File: config.mk
export PLATFORM = sky130hd
export DESIGN_NAME = lsu_top
export DESIGN_NICKNAME = d
export VERILOG_FILES = /design/src/lsu_pkg.sv /design/src/lsu_top.sv /design/src/lsu_rdata_align.sv /design/src/lsu_txn_queue.sv /design/src/lsu_request.sv
export SDC_FILE = /design/constraint.sdc
export NUM_CORES = 1
export LEC_CHECK = 0
export BUFFER_PORTS_ARGS = -buffer_cell sky130_fd_sc_hd__buf_2
export CORE_MARGIN = 8
export CORE_UTILIZATION = 50
export DETAILED_ROUTE_END_ITERATION = 10
export PLACE_DENSITY_LB_ADDON = 0.3
export SYNTH_ARGS = -nofsm -noshare
export SYNTH_HDL_FRONTEND = slang
export SYNTH_SLANG_ARGS = --single-unit
export TNS_END_PERCENT = 1
File: constraint.sdc
create_clock -name clk -period 5.9 [get_ports clk]
set_input_delay 0.885 -clock clk [delete_from_list [all_inputs] [get_ports clk]]
set_output_delay 0.885 -clock clk [all_outputs]
set_load 0.01 [all_outputs]
File: src/lsu_pkg.sv
// Load/store unit shared types: widths, access sizes, core and bus structs
package lsu_pkg;

  ////////////////////////////////////////
  // Plain vector types
  ////////////////////////////////////////

  typedef logic [31:0] word_t;    // Data or address word
  typedef logic [3:0]  be_t;      // One enable per byte lane
  typedef logic [1:0]  offset_t;  // Byte offset within a word

  // Access size, encoded as in the core's decoder
  typedef enum logic [1:0] {
    SIZE_BYTE = 2'b00,
    SIZE_HALF = 2'b01,
    SIZE_WORD = 2'b10
  } lsu_size_e;

  ////////////////////////////////////////
  // Core side
  ////////////////////////////////////////

  typedef struct packed {
    logic      we;        // Store when set
    lsu_size_e size;
    logic      sign_ext;  // Sign extend narrow loads
    logic      use_incr;  // Address is op_a + op_b
    word_t     op_a;
    word_t     op_b;
    word_t     wdata;     // Store data, right aligned
  } lsu_req_t;

  typedef struct packed {
    word_t rdata;         // Aligned and extended load data
    logic  err;           // Bus error on any transfer of the access
    word_t addr;          // Original access address
  } lsu_rsp_t;

  ////////////////////////////////////////
  // Bus side
  ////////////////////////////////////////

  typedef struct packed {
    word_t addr;
    logic  we;
    be_t   be;
    word_t wdata;         // Already rotated onto the byte lanes
  } bus_req_t;

  typedef struct packed {
    word_t rdata;
    logic  err;
  } bus_rsp_t;

  // Bookkeeping for one outstanding bus transfer
  typedef struct packed {
    logic      we;
    lsu_size_e size;
    logic      sign_ext;
    offset_t   offset;    // Byte offset of the original access
    logic      last;      // Final or only transfer of the access
    word_t     addr;      // Original access address
  } txn_attr_t;

endpackage
File: src/lsu_top.sv
// Load/store unit top level joining request side, transfer queue and read-data aligner
module lsu_top import lsu_pkg::*; #(
  parameter int DEPTH = 2                 // Max outstanding bus transfers
) (
  input  logic     clk,
  input  logic     rst_n,

  // Core request
  input  logic     req_valid_i,
  input  lsu_req_t req_i,
  output logic     req_ready_o,

  // Bus request
  output logic     bus_req_o,
  output bus_req_t bus_o,
  input  logic     bus_gnt_i,

  // Bus response
  input  logic     bus_rvalid_i,
  input  bus_rsp_t bus_rsp_i,

  // Core response
  output logic     rsp_valid_o,
  output lsu_rsp_t rsp_o,

  output logic     busy_o
);

  logic      q_full;   // No room for another outstanding transfer
  logic      q_push;   // Transfer granted this cycle
  txn_attr_t q_attr;   // Attributes of the granted transfer
  txn_attr_t q_head;   // Oldest outstanding transfer

  // Address, byte enables, split sequencing
  lsu_request #(
    .DEPTH       (DEPTH)
  ) lsu_request_inst (
    .clk         (clk),
    .rst_n       (rst_n),
    .req_valid_i (req_valid_i),
    .req_i       (req_i),
    .full_i      (q_full),
    .bus_gnt_i   (bus_gnt_i),
    .req_ready_o (req_ready_o),
    .bus_req_o   (bus_req_o),
    .bus_o       (bus_o),
    .push_o      (q_push),
    .attr_o      (q_attr)
  );

  // One entry per granted transfer, popped by its response
  lsu_txn_queue #(
    .DEPTH   (DEPTH)
  ) lsu_txn_queue_inst (
    .clk     (clk),
    .rst_n   (rst_n),
    .push_i  (q_push),
    .attr_i  (q_attr),
    .pop_i   (bus_rvalid_i),
    .head_o  (q_head),
    .full_o  (q_full),
    .busy_o  (busy_o)
  );

  // Response side, combinational from bus_rvalid_i
  lsu_rdata_align lsu_rdata_align_inst (
    .clk          (clk),
    .rst_n        (rst_n),
    .bus_rvalid_i (bus_rvalid_i),
    .bus_rsp_i    (bus_rsp_i),
    .head_i       (q_head),
    .rsp_valid_o  (rsp_valid_o),
    .rsp_o        (rsp_o)
  );

endmodule

File: src/lsu_rdata_align.sv
// Read-data aligner: extension, split-load assembly and core response generation
module lsu_rdata_align import lsu_pkg::*; (
  input  logic      clk,
  input  logic      rst_n,
  input  logic      bus_rvalid_i,
  input  bus_rsp_t  bus_rsp_i,
  input  txn_attr_t head_i,      // Attributes of the responding transfer
  output logic      rsp_valid_o,
  output lsu_rsp_t  rsp_o
);

  word_t       rdata;            // Raw bus data
  word_t       rdata_q;          // First-phase word of a split load
  logic        err_q;            // Error seen on a first phase
  logic [15:0] half_raw;
  logic [7:0]  byte_raw;
  word_t       rdata_w_ext;
  word_t       rdata_h_ext;
  word_t       rdata_b_ext;
  word_t       rdata_ext;

  assign rdata = bus_rsp_i.rdata;

  ////////////////////////////////////////
  // Word, halfword and byte views
  ////////////////////////////////////////

  // Upper bytes of the first word, then low bytes of the second
  always_comb
  begin
    case (head_i.offset)
      2'b00:   rdata_w_ext = rdata;
      2'b01:   rdata_w_ext = {rdata[7:0],  rdata_q[31:8]};
      2'b10:   rdata_w_ext = {rdata[15:0], rdata_q[31:16]};
      default: rdata_w_ext = {rdata[23:0], rdata_q[31:24]};
    endcase
  end

  always_comb
  begin
    case (head_i.offset)
      2'b00:   half_raw = rdata[15:0];
      2'b01:   half_raw = rdata[23:8];
      2'b10:   half_raw = rdata[31:16];
      default: half_raw = {rdata[7:0], rdata_q[31:24]};  // Split halfword
    endcase
  end

  assign byte_raw = rdata[{head_i.offset, 3'b000} +: 8];

  assign rdata_h_ext = {{16{head_i.sign_ext & half_raw[15]}}, half_raw};
  assign rdata_b_ext = {{24{head_i.sign_ext & byte_raw[7]}}, byte_raw};

  always_comb
  begin
    case (head_i.size)
      SIZE_BYTE: rdata_ext = rdata_b_ext;
      SIZE_HALF: rdata_ext = rdata_h_ext;
      default:   rdata_ext = rdata_w_ext;
    endcase
  end

  ////////////////////////////////////////
  // First-phase state
  ////////////////////////////////////////

  always_ff @(posedge clk)
  begin
    if (bus_rvalid_i && !head_i.last && !head_i.we)
      rdata_q <= rdata;          // Raw, assembled on the second response
  end

  always_ff @(posedge clk or negedge rst_n)
  begin
    if (!rst_n)
      err_q <= 1'b0;
    else if (bus_rvalid_i)
    begin
      if (head_i.last)
        err_q <= 1'b0;           // Access done
      else
        err_q <= err_q | bus_rsp_i.err;
    end
  end

  ////////////////////////////////////////
  // Core response
  ////////////////////////////////////////

  assign rsp_valid_o = bus_rvalid_i && head_i.last;  // One pulse per access
  assign rsp_o.rdata = rdata_ext;                    // Don't care for stores
  assign rsp_o.err   = bus_rsp_i.err | err_q;        // Either half of a split
  assign rsp_o.addr  = head_i.addr;

endmodule

File: src/lsu_txn_queue.sv
// In-order queue of attributes for outstanding bus transfers, with full and busy flags
module lsu_txn_queue import lsu_pkg::*; #(
  parameter int DEPTH = 2
) (
  input  logic      clk,
  input  logic      rst_n,
  input  logic      push_i,      // Transfer granted
  input  txn_attr_t attr_i,
  input  logic      pop_i,       // Response for the head entry
  output txn_attr_t head_o,
  output logic      full_o,
  output logic      busy_o
);

  localparam int PTR_W = (DEPTH > 1) ? $clog2(DEPTH) : 1;
  localparam int CNT_W = $clog2(DEPTH + 1);

  typedef logic [PTR_W-1:0] ptr_t;
  typedef logic [CNT_W-1:0] cnt_t;

  txn_attr_t mem [DEPTH];        // Attribute storage
  ptr_t      wr_ptr_q;
  ptr_t      rd_ptr_q;
  cnt_t      cnt_q;              // Outstanding transfers

  // Wrap at DEPTH, which need not be a power of two
  function automatic ptr_t ptr_inc(ptr_t p);
    if (p == ptr_t'(DEPTH - 1))
      return '0;
    return p + 1'b1;
  endfunction

  always_ff @(posedge clk)
  begin
    if (push_i)
      mem[wr_ptr_q] <= attr_i;
  end

  always_ff @(posedge clk or negedge rst_n)
  begin
    if (!rst_n)
    begin
      wr_ptr_q <= '0;
      rd_ptr_q <= '0;
      cnt_q    <= '0;
    end
    else
    begin
      if (push_i)
        wr_ptr_q <= ptr_inc(wr_ptr_q);
      if (pop_i)
        rd_ptr_q <= ptr_inc(rd_ptr_q);
      case ({push_i, pop_i})
        2'b10:   cnt_q <= cnt_q + 1'b1;
        2'b01:   cnt_q <= cnt_q - 1'b1;
        default: cnt_q <= cnt_q;           // Both or neither
      endcase
    end
  end

  assign head_o = mem[rd_ptr_q];
  assign full_o = (cnt_q == cnt_t'(DEPTH));
  assign busy_o = (cnt_q != '0) || push_i; // Includes a transfer being granted now

  // Request side must honour full
  assert property (@(posedge clk) disable iff (!rst_n) !(push_i && full_o))
    else $error("lsu_txn_queue: push while full");

  // Every response needs a granted transfer ahead of it
  assert property (@(posedge clk) disable iff (!rst_n) !(pop_i && cnt_q == '0))
    else $error("lsu_txn_queue: response with nothing outstanding");

endmodule

File: src/lsu_request.sv
// Load/store request side: address, split sequencing, byte enables and lane rotation
module lsu_request import lsu_pkg::*; #(
  parameter int DEPTH = 2
) (
  input  logic      clk,
  input  logic      rst_n,

  input  logic      req_valid_i,
  input  lsu_req_t  req_i,
  input  logic      full_i,       // Queue holds DEPTH transfers
  input  logic      bus_gnt_i,

  output logic      req_ready_o,
  output logic      bus_req_o,
  output bus_req_t  bus_o,
  output logic      push_o,
  output txn_attr_t attr_o
);

  typedef enum logic {
    PHASE_FIRST,                  // Only transfer, or lower part of a split
    PHASE_SECOND                  // Upper part of a split, next word
  } phase_e;

  phase_e  phase_q;
  phase_e  phase_d;
  word_t   addr;                  // Original access address
  offset_t offset;
  logic    misaligned;            // Access crosses a word boundary
  be_t     be;
  word_t   wdata_rot;

  // Queue sizing is only legal from one entry up
  if (DEPTH < 1)
  begin : g_depth_check
    $error("lsu_request: DEPTH must be at least 1");
  end

  ////////////////////////////////////////
  // Address and split detection
  ////////////////////////////////////////

  assign addr   = req_i.use_incr ? req_i.op_a + req_i.op_b : req_i.op_a;
  assign offset = addr[1:0];

  always_comb
  begin
    misaligned = 1'b0;
    case (req_i.size)
      SIZE_WORD: misaligned = (offset != 2'b00);
      SIZE_HALF: misaligned = (offset == 2'b11);  // Only offset 3 spills over
      default:   misaligned = 1'b0;               // Bytes never split
    endcase
  end

  ////////////////////////////////////////
  // Byte enables
  ////////////////////////////////////////

  always_comb
  begin
    be = 4'b0000;
    if (phase_q == PHASE_FIRST)
    begin
      case (req_i.size)
        SIZE_BYTE: be = 4'b0001 << offset;
        SIZE_HALF: be = (offset == 2'b11) ? 4'b1000 : 4'b0011 << offset;
        default:   be = 4'b1111 << offset;        // Lanes from offset up to 3
      endcase
    end
    else
    begin
      // Remaining bytes land in the low lanes of the next word
      case (req_i.size)
        SIZE_HALF: be = 4'b0001;
        default:   be = ~(4'b1111 << offset);     // Lanes below the offset
      endcase
    end
  end

  // Byte i of the store goes to lane (offset + i) mod 4
  always_comb
  begin
    case (offset)
      2'b00: wdata_rot = req_i.wdata;
      2'b01: wdata_rot = {req_i.wdata[23:0], req_i.wdata[31:24]};
      2'b10: wdata_rot = {req_i.wdata[15:0], req_i.wdata[31:16]};
      default: wdata_rot = {req_i.wdata[7:0], req_i.wdata[31:8]};
    endcase
  end

  ////////////////////////////////////////
  // Bus request and queue push
  ////////////////////////////////////////

  assign bus_req_o = req_valid_i && !full_i;     // Held off while DEPTH outstanding
  assign push_o    = bus_req_o && bus_gnt_i;

  always_comb
  begin
    bus_o.addr  = addr;
    if (phase_q == PHASE_SECOND)
      bus_o.addr = {addr[31:2] + 30'd1, 2'b00};  // Word aligned, next word
    bus_o.we    = req_i.we;
    bus_o.be    = be;
    bus_o.wdata = wdata_rot;
  end

  assign attr_o.we       = req_i.we;
  assign attr_o.size     = req_i.size;
  assign attr_o.sign_ext = req_i.sign_ext;
  assign attr_o.offset   = offset;
  assign attr_o.last     = (phase_q == PHASE_SECOND) || !misaligned;
  assign attr_o.addr     = addr;                  // Reported with errors

  // Core is released with the grant of the final transfer
  assign req_ready_o = push_o && attr_o.last;

  ////////////////////////////////////////
  // Split FSM
  ////////////////////////////////////////

  always_comb
  begin
    phase_d = phase_q;
    if (push_o)
      phase_d = attr_o.last ? PHASE_FIRST : PHASE_SECOND;
  end

  always_ff @(posedge clk or negedge rst_n)
  begin
    if (!rst_n)
      phase_q <= PHASE_FIRST;
    else
      phase_q <= phase_d;
  end

  // OBI: address phase may not change until granted
  assert property (@(posedge clk) disable iff (!rst_n)
    bus_req_o && !bus_gnt_i |=> bus_req_o && $stable(bus_o))
    else $error("lsu_request: bus request changed before grant");

  // Core keeps its request up across both halves of a split
  assert property (@(posedge clk) disable iff (!rst_n)
    phase_q == PHASE_SECOND |-> req_valid_i)
    else $error("lsu_request: request dropped during split access");

endmodule

Yosys cells after proc, flatten, opt, wreduce, memory -nomap -nowiden
Memory sizes are Yosys's and may differ from the RTL's.
Index checks and enable logic that the tools add are counted.
Operators by class
  reductions and logical operators: 19
  eq/ne operators: 11
  shift operators: 4
  $mul: 0
  add/subtract/negate cells: 6
  div/mod/pow operators: 0
  bitwise gates (word level): 4
  order comparisons: 0
  muxes and demuxes: 24
Operator list (number)
  32-bit one-hot mux with 3 select lines: 2
  32-bit two-way mux: 2
  32-bit one-hot mux with 2 select lines: 1
  16-bit one-hot mux with 3 select lines: 1
  32-bit adder: 1
  32-bit by 6-bit variable part select with 8-bit output: 1
  30-bit by 1-bit adder with 30-bit output (second input constant): 1
  2-bit == test (second input constant): 6
  1-bit two-way mux: 12
  4-bit two-way mux: 3
  2-bit by 1-bit == test with 1-bit output (second input constant): 5
  2-bit zero test: 4
  4-bit one-hot mux with 2 select lines: 1
  1-bit logical AND: 6
  2-bit nonzero test: 3
  1-bit zero test: 4
  4-bit NOT: 1
  2-bit one-hot mux with 2 select lines: 1
  1-bit by 2-bit left shift with 4-bit output (first input constant): 1
  2-bit by 2-bit left shift with 4-bit output (first input constant): 1
  4-bit by 2-bit left shift with 4-bit output (first input constant): 1
  1-bit adder (second input constant): 2
  2-bit by 1-bit adder with 2-bit output (second input constant): 1
  1-bit bitwise AND: 2
  4 further kinds: 5
Storage, ports and cells
  flip-flop bits (word level): 38
  bits in latches: 0
  word-level logic and storage cells: 75
  memory bits (writable): 78
  bits of input ports: 139
  memories: 1
  memory bits (read-only): 0
Memory list
  lsu_txn_queue_inst.mem: depth 2, width 39, rd ports 1, clocked after Yosys merged registers in 0, wr ports 1, line lsu_txn_queue.sv:21  | txn_attr_t mem [DEPTH];

Depth between registers and ports, before layout
Gate-level depths: netlist (run 1).
  word-level depth: 7
  mapped depth: 15
  mapped depth without buffers: 15

Cells and area by module
Synthesis (run 1) repeated with hierarchy kept, for this count alone.
Unflattened totals
  cell total of the unflattened synthesis: 987
  area, all modules: 9813.2 µm²
Modules (own cells, without submodules)
  lsu_request: area each 4175.3 µm², cells an instance 611, instances 1, sequential area each 25.0 µm²
  lsu_txn_queue: area each 3014.1 µm², cells an instance 137, instances 1, sequential area each 2442.3 µm²
  lsu_rdata_align: area each 2623.8 µm², cells an instance 239, instances 1, sequential area each 745.7 µm²

Worst setup path after synthesis (run 1)
OpenSTA, ideal clock, no wires.
  path kind: input -> output
  start: input req_i[96] (netlist name)
  end: output bus_o[27] (netlist name)
  path slack: 0.916 ns
  data arrival time: 4.099 ns
  data required time: 5.015 ns
  cell stages on the path: 14
  buffers on the path: 8
  cell sequence: buf_1 -> clkbuf_1 -> buf_6 -> buf_6 -> clkbuf_1 -> buf_1 -> mux2i_1 -> inv_1 -> ha_1 -> inv_1 -> clkbuf_1 -> clkbuf_1 -> nor2_1 -> a21oi_1
RTL lines
  start, declared: line lsu_top.sv:10  | input lsu_req_t req_i,
  end, declared: line lsu_top.sv:15  | output bus_req_t bus_o,

==> flow_summary.ini, run 1 <==
[clock_network]
cts_tree = built
cts.htree.levels = 3
cts_sinks = 104
clkLatencyLatePin_ns = 0.35
root_buffer = clkbuf_16
postCtsHoldBufs = 0
cts_buffer_depth = 2
cts_buffers = 9
clk_pin_slew_ns = 0.06
cts_resized = 0
cts_setup_buffers = 0

[pwr]
combPwrFrac_pct = 56.1
cellPowerDensity_mw_per_mm2 = 327
clkPwrFrac_pct = 16.6
leakagePower_nw = 4.66
power_frac_seq_pct = 27.3
ir_worst_vdd_mv = 0.181
internal_power_mw = 2.12
switching_power_mw = 1.48
sw_frac_of_total_pct = 41.1

[sta]
rsz0062_at_grt = false
finalHoldViolCount = 0
period_needed_ns = 5.29
setup_viol = 0
finClkSkew_ns = 0.00551
tns_ns = 0
whs_ns = 0.358
drv_slew = 0
fin_crit_sh_pct = 89.6
slew_headroom_pct = 21.6
max_freq_mhz = 189
worst_slew_pin_slew_ns = 1.18

[place]
place_congestion = 0.924
hpwlAfterDp_um = 20900
place_inst = 1435
placed_area_sq_mm = 0.0107
numPortBuffers = 276

[drt]
drc = 0
drtAntennaViolNets = 0
drt_first_pass_iters = 8
vias_per_cell = 6.14
drt_iter0_markers = 869
routed-via-count = 8903
totalWireLength_um = 27700
wl_per_cell_um = 19.1

[critical_path]
crit_arrival_ns = 4.40
r2r_cells = 4
critPathRequiredTime_ns = 5.02
regToRegEndpoint = lsu_txn_queue_inst.mem[0][27]
r2r_start = lsu_txn_queue_inst.cnt_q[0]
cp_max_fo = 4
rrSetupSlack_ns = 3.62
worstSetupEndpointType = primary output
cp-start-kind = input pin
crit_type = input pin to primary output

[yosys]
synthFlopType = edfxtp_1
synth_edf_count = 98
synth.net_count = 1164
synth-seq-cells = 104
synth_common_cells = nor2_1, edfxtp_1, a21oi_1, nand2_1, o21ai_0
synth.distinct_cells = 88
syn_avg_cell_area_sq_um = 9.46
postSynthCellCount = 983
synth_most_common_cell = nor2_1
yosys_warnings = 0
synth_top_cells_by_area = edfxtp_1, mux4_2, ha_1
synth_top_cell_by_area = edfxtp_1
syn_area_sq_mm = 0.00930
async_flop_share_pct = 5.77
synth_top_area_share_pct = 31.7
ys_seq_area_share_pct = 33.3

[floorplanning]
die_w_um = 152
die_y_um = 152
die_area_sq_mm = 0.0232
initial_utilization_pct = 50.4
core_sq_mm = 0.0185
io_pins = 277
core.rowCount = 50

[cells_and_area]
antenna_cells = 0
synthToLayoutAreaGrowth_pct = 18.8
instances_no_fill = 1451
drive_gt1_share_pct = 33.1
design_area_sq_mm = 0.0110
nFillCells = 1621
nets = 1393

[global_route]
grt_pass1_vias = 8353
globalRouteOverflowTotal = 0
grtUsageMet1_pct = 29.9
grt_pass1_wl_um = 43300
grt_max_degree = 67
grt_usage_pct = 22.6
antenna_found_initial = 0
gr-usage-met3_pct = 5.62
busiest_layer = met2
use_met2_pct = 36.0

[run_status]
status = complete, no violations

[worst_hold_path]
hp-class = input pin to async pin

[job]
maxCapViolCount = 0
-- cell families after synthesis --
family / count (synthesis) / synth area share, %
multiplexers: 82 / 12.7
buffers and inverters: 103 / 4.94
AND/OR/NAND/NOR: 295 / 15.5
adder cells (fa/ha/maj): 42 / 5.73
flip-flops: 104 / 33.3
XOR/XNOR: 47 / 4.43
AO/OA/AOI/OAI: 310 / 23.4
-- cells in the final DEF (no fill, tap or decap), drive strengths merged, types with 10 or more instances in the layout --
master,netlist,final
nor2b,10,10
nor3,20,20
nand2,73,73
nand3,25,25
a21oi,95,95
and3,11,11
o21bai,10,10
edfxtp,98,98
buf,25,286
nand4,10,10
a22oi,19,19
a211oi,10,10
o21ai,51,51
mux2,40,40
inv,34,35
nor2,102,102
xor2,18,18
mux4,24,24
ha,41,41
a21o,20,20
a222oi,32,32
xnor2,29,29
mux2i,18,18
clkbuf,43,10
-- state kept, by name (all words and copies together), names as in the netlist --
register,flops
lsu_txn_queue_inst.mem,74
lsu_rdata_align_inst.rdata_q,24
lsu_txn_queue_inst.wr_ptr_q,1
lsu_txn_queue_inst.rd_ptr_q,1
lsu_txn_queue_inst.cnt_q,2
lsu_request_inst.phase_q,1
lsu_rdata_align_inst.err_q,1
-- metrics by stage --
| stage | util (%) | worst slack [ns] | power [mW] |
|---|---|---|---|
| finish | 59.8 | 0.614 | 3.61 |
| global route | 59.8 | 0.335 | 3.83 |
| CTS | 59.8 | 0.669 | 3.62 |
| detailed placement | 58.2 | 0.670 | 3.01 |
| global placement | 58.2 | 0.789 | 2.99 |
| floorplan | - | 0.916 | 2.34 |
-- worst max path at each step --
stage	from	to	depth (start not counted)
after global placement	req_i[64]	bus_o[68]	15
after global routing	req_i[64]	bus_o[68]	15
after detailed placement	req_i[64]	bus_o[68]	15
final	req_i[64]	bus_o[68]	15
after CTS	req_i[64]	bus_o[68]	15
after floorplan	req_i[96]	bus_o[27]	14
-- per-layer routing --
metal  vias up  part of all wire [%]  wire (um)
li1       4257                     -          -
met1      4197                    43      12000
met2       414                    46      12800
met3        35                   8.6       2370
met4         0                   1.7        484
met5         -                     0          0
-- cell type report --
class	instances	area, sq um	share of cell area, %
timing repair buffer	286	1460	13.2
clock inverter	6	68.8	0.623
sequential	104	3090	28.0
inverter	35	131	1.19
tap	234	293	2.65
multi-input combinational	776	5770	52.2
clock buffer	10	229	2.07
-- critical path, stage by stage --
cell and delay [ns]:
buf_2 0.09, ha_1 0.19, inv_1 0.07, fa_1 0.40
nor2b_1 0.25, o21ai_0 0.14, a211oi_1 0.25, a211oi_1 0.13
nand4b_1 0.32, nor3_1 0.51, nand4_1 0.27, or2_1 0.33
and4bb_1 0.28, xor2_1 0.14, buf_2 0.15
-- power groups by stage --
stage	clock network, mW	registers [mW]	logic, mW
floorplan	0	0.975	1.37
global placement	0	0.997	1.99
detailed placement	0	1.00	2.01
CTS	0.613	0.987	2.02
global route	0.637	0.996	2.19
finish	0.599	0.985	2.02
Power figures use the tool's default switching activity.
==> inputs of run 2 (changes only) <==
- CTS_BUF_LIST: unset -> sky130_fd_sc_hd__clkbuf_8
==> flow_summary.ini, run 2 (synthesized netlist as in run 1, its figures left out) <==
[run_status]
status = finished, violations left
violations = DRC

[critical_path]
regToRegEndpoint = lsu_txn_queue_inst.mem[0][37]
slowest_delay_ns = 0.50
critPathRequiredTime_ns = 5.02
crit_arrival_ns = 4.39
cp_max_fo = 4
cp_top_family = simple AND/OR/NAND/NOR gates
rrSetupSlack_ns = 3.61
r2r_cells = 4
path_buf_inv = 3
cp-start-kind = input pin
cp_slowest_cell = nor3_1
r2r_start = lsu_txn_queue_inst.cnt_q[0]
crit_type = input pin to primary output
critPathLaunch = req_i[64]
worstSetupEndpointType = primary output
path_cells = buf_2 -> ha_1 -> inv_1 -> fa_1 -> nor2b_1 -> o21ai_0 -> a211oi_1 -> a211oi_1 -> nand4b_1 -> nor3_1 -> nand4_1 -> or2_1 -> and4bb_1 -> xor2_1 -> buf_2

[sta]
layout_setup_ws_ns = 0.621
period_needed_ns = 5.28
max_freq_mhz = 189
finClkSkew_ns = 0.00967
slew_headroom_pct = 20.9
finalHoldViolCount = 0
drv_slew = 0
setup_viol = 0
whs_ns = 0.326
fin_crit_sh_pct = 89.5
worst_slew_pin_slew_ns = 1.19
rsz0062_at_grt = false
tns_ns = 0

[place]
place_congestion = 0.924
hpwlAfterDp_um = 20900
place_inst = 1435
numPortBuffers = 276
pre_cts_slack_ns = 0.670
placed_area_sq_mm = 0.0107

[cells_and_area]
mostFrequentLayoutCell = buf_2
synthToLayoutAreaGrowth_pct = 17.7
antenna_cells = 0
top_register = lsu_txn_queue_inst.mem
largest_reg_flops = 74
design_area_sq_mm = 0.0109
top_regs = lsu_txn_queue_inst.mem: 74 flops, lsu_rdata_align_inst.rdata_q: 24 flops, lsu_txn_queue_inst.cnt_q: 2 flops
instances_no_fill = 1451
drive_gt1_share_pct = 33.1
nFillCells = 1639
mostFrequentLayoutCells = buf_2, nor2_1, edfxtp_1
final_util_pct = 59.3
nets = 1393

[global_route]
antenna_found_initial = 0
grt_max_degree = 67
globalRouteOverflowTotal = 0
grt_pass1_vias = 8363
grt_usage_pct = 22.5
grt_pass1_wl_um = 43300

[drt]
vias_per_cell = 6.13
wl_per_cell_um = 19.0
totalWireLength_um = 27600
drtAntennaViolNets = 0
routed-via-count = 8893
drt_first_pass_iters = 11
drt_iter0_markers = 841
drc = 4

[clock_network]
cts.htree.levels = 3
clk_pin_slew_ns = 0.09
cts_resized = 0
root_buffer = clkbuf_8
cts_sinks = 104
cts_setup_buffers = 0
cts_buffers = 9
cts_tree = built
cts_buffer_depth = 2
postCtsHoldBufs = 0
clkLatencyLatePin_ns = 0.37

[pwr]
power_mw = 3.45
leakagePower_nw = 4.62
cellPowerDensity_mw_per_mm2 = 315
ir_worst_vdd_mv = 0.223

[floorplanning]
die_area_sq_mm = 0.0232
die_w_um = 152
die_y_um = 152
initial_utilization_pct = 50.4
core_sq_mm = 0.0185
core.rowCount = 50
io_pins = 277

[job]
maxCapViolCount = 0

[worst_hold_path]
hp-class = input pin to async pin
[run 2: layer usage]
| metal | share of wire [%] | up-vias | routed length [um] | global-route usage (%) |
|---|---|---|---|---|
| met2 | 46 | 398 | 12800 | 36.1 |
| li1 | - | 4255 | - | - |
| met1 | 44 | 4209 | 12100 | 29.7 |
| met3 | 8.2 | 31 | 2250 | 5.42 |
| met4 | 1.6 | 0 | 446 | 6.09 |
| met5 | 0 | - | 0 | 0 |
[run 2: how the worst max path moves through the flow]
stage               slack [ns]  cells after the start        end
global route              0.33                     15  bus_o[68]
detailed placement        0.67                     15  bus_o[68]
CTS                       0.67                     15  bus_o[68]
finish                    0.62                     15  bus_o[68]
floorplan                 0.92                     14  bus_o[27]
global placement          0.79                     15  bus_o[68]
[run 2: power by group]
part           internal, mW  total [mW]  leakage [nW]  switching, mW
combinational         0.858        2.02          3.55           1.16
clock                 0.197       0.448         0.103          0.251
sequential            0.934       0.985         0.966         0.0505
total                  1.99        3.45          4.62           1.46
[run 2: cell type report]
| cell class | instances | area, sq um | share of cell area, % |
|---|---|---|---|
| flip-flops and latches | 104 | 3090 | 28.3 |
| multi-input cells | 776 | 5770 | 52.7 |
| repair buffers | 286 | 1460 | 13.3 |
| clock inverters | 7 | 72.6 | 0.663 |
| well taps | 234 | 293 | 2.68 |
| inverters | 35 | 131 | 1.20 |
| clock buffers | 9 | 124 | 1.13 |
[run 2: worst register-to-register path: cells and delay by family (launching register included)]
family                 cells  cell delay [ns]
DFF                        1             0.44
and+or+nand+nor            2             1.16
AOI/OAI and AO/OA          1             0.24
buffers and inverters      1             0.05
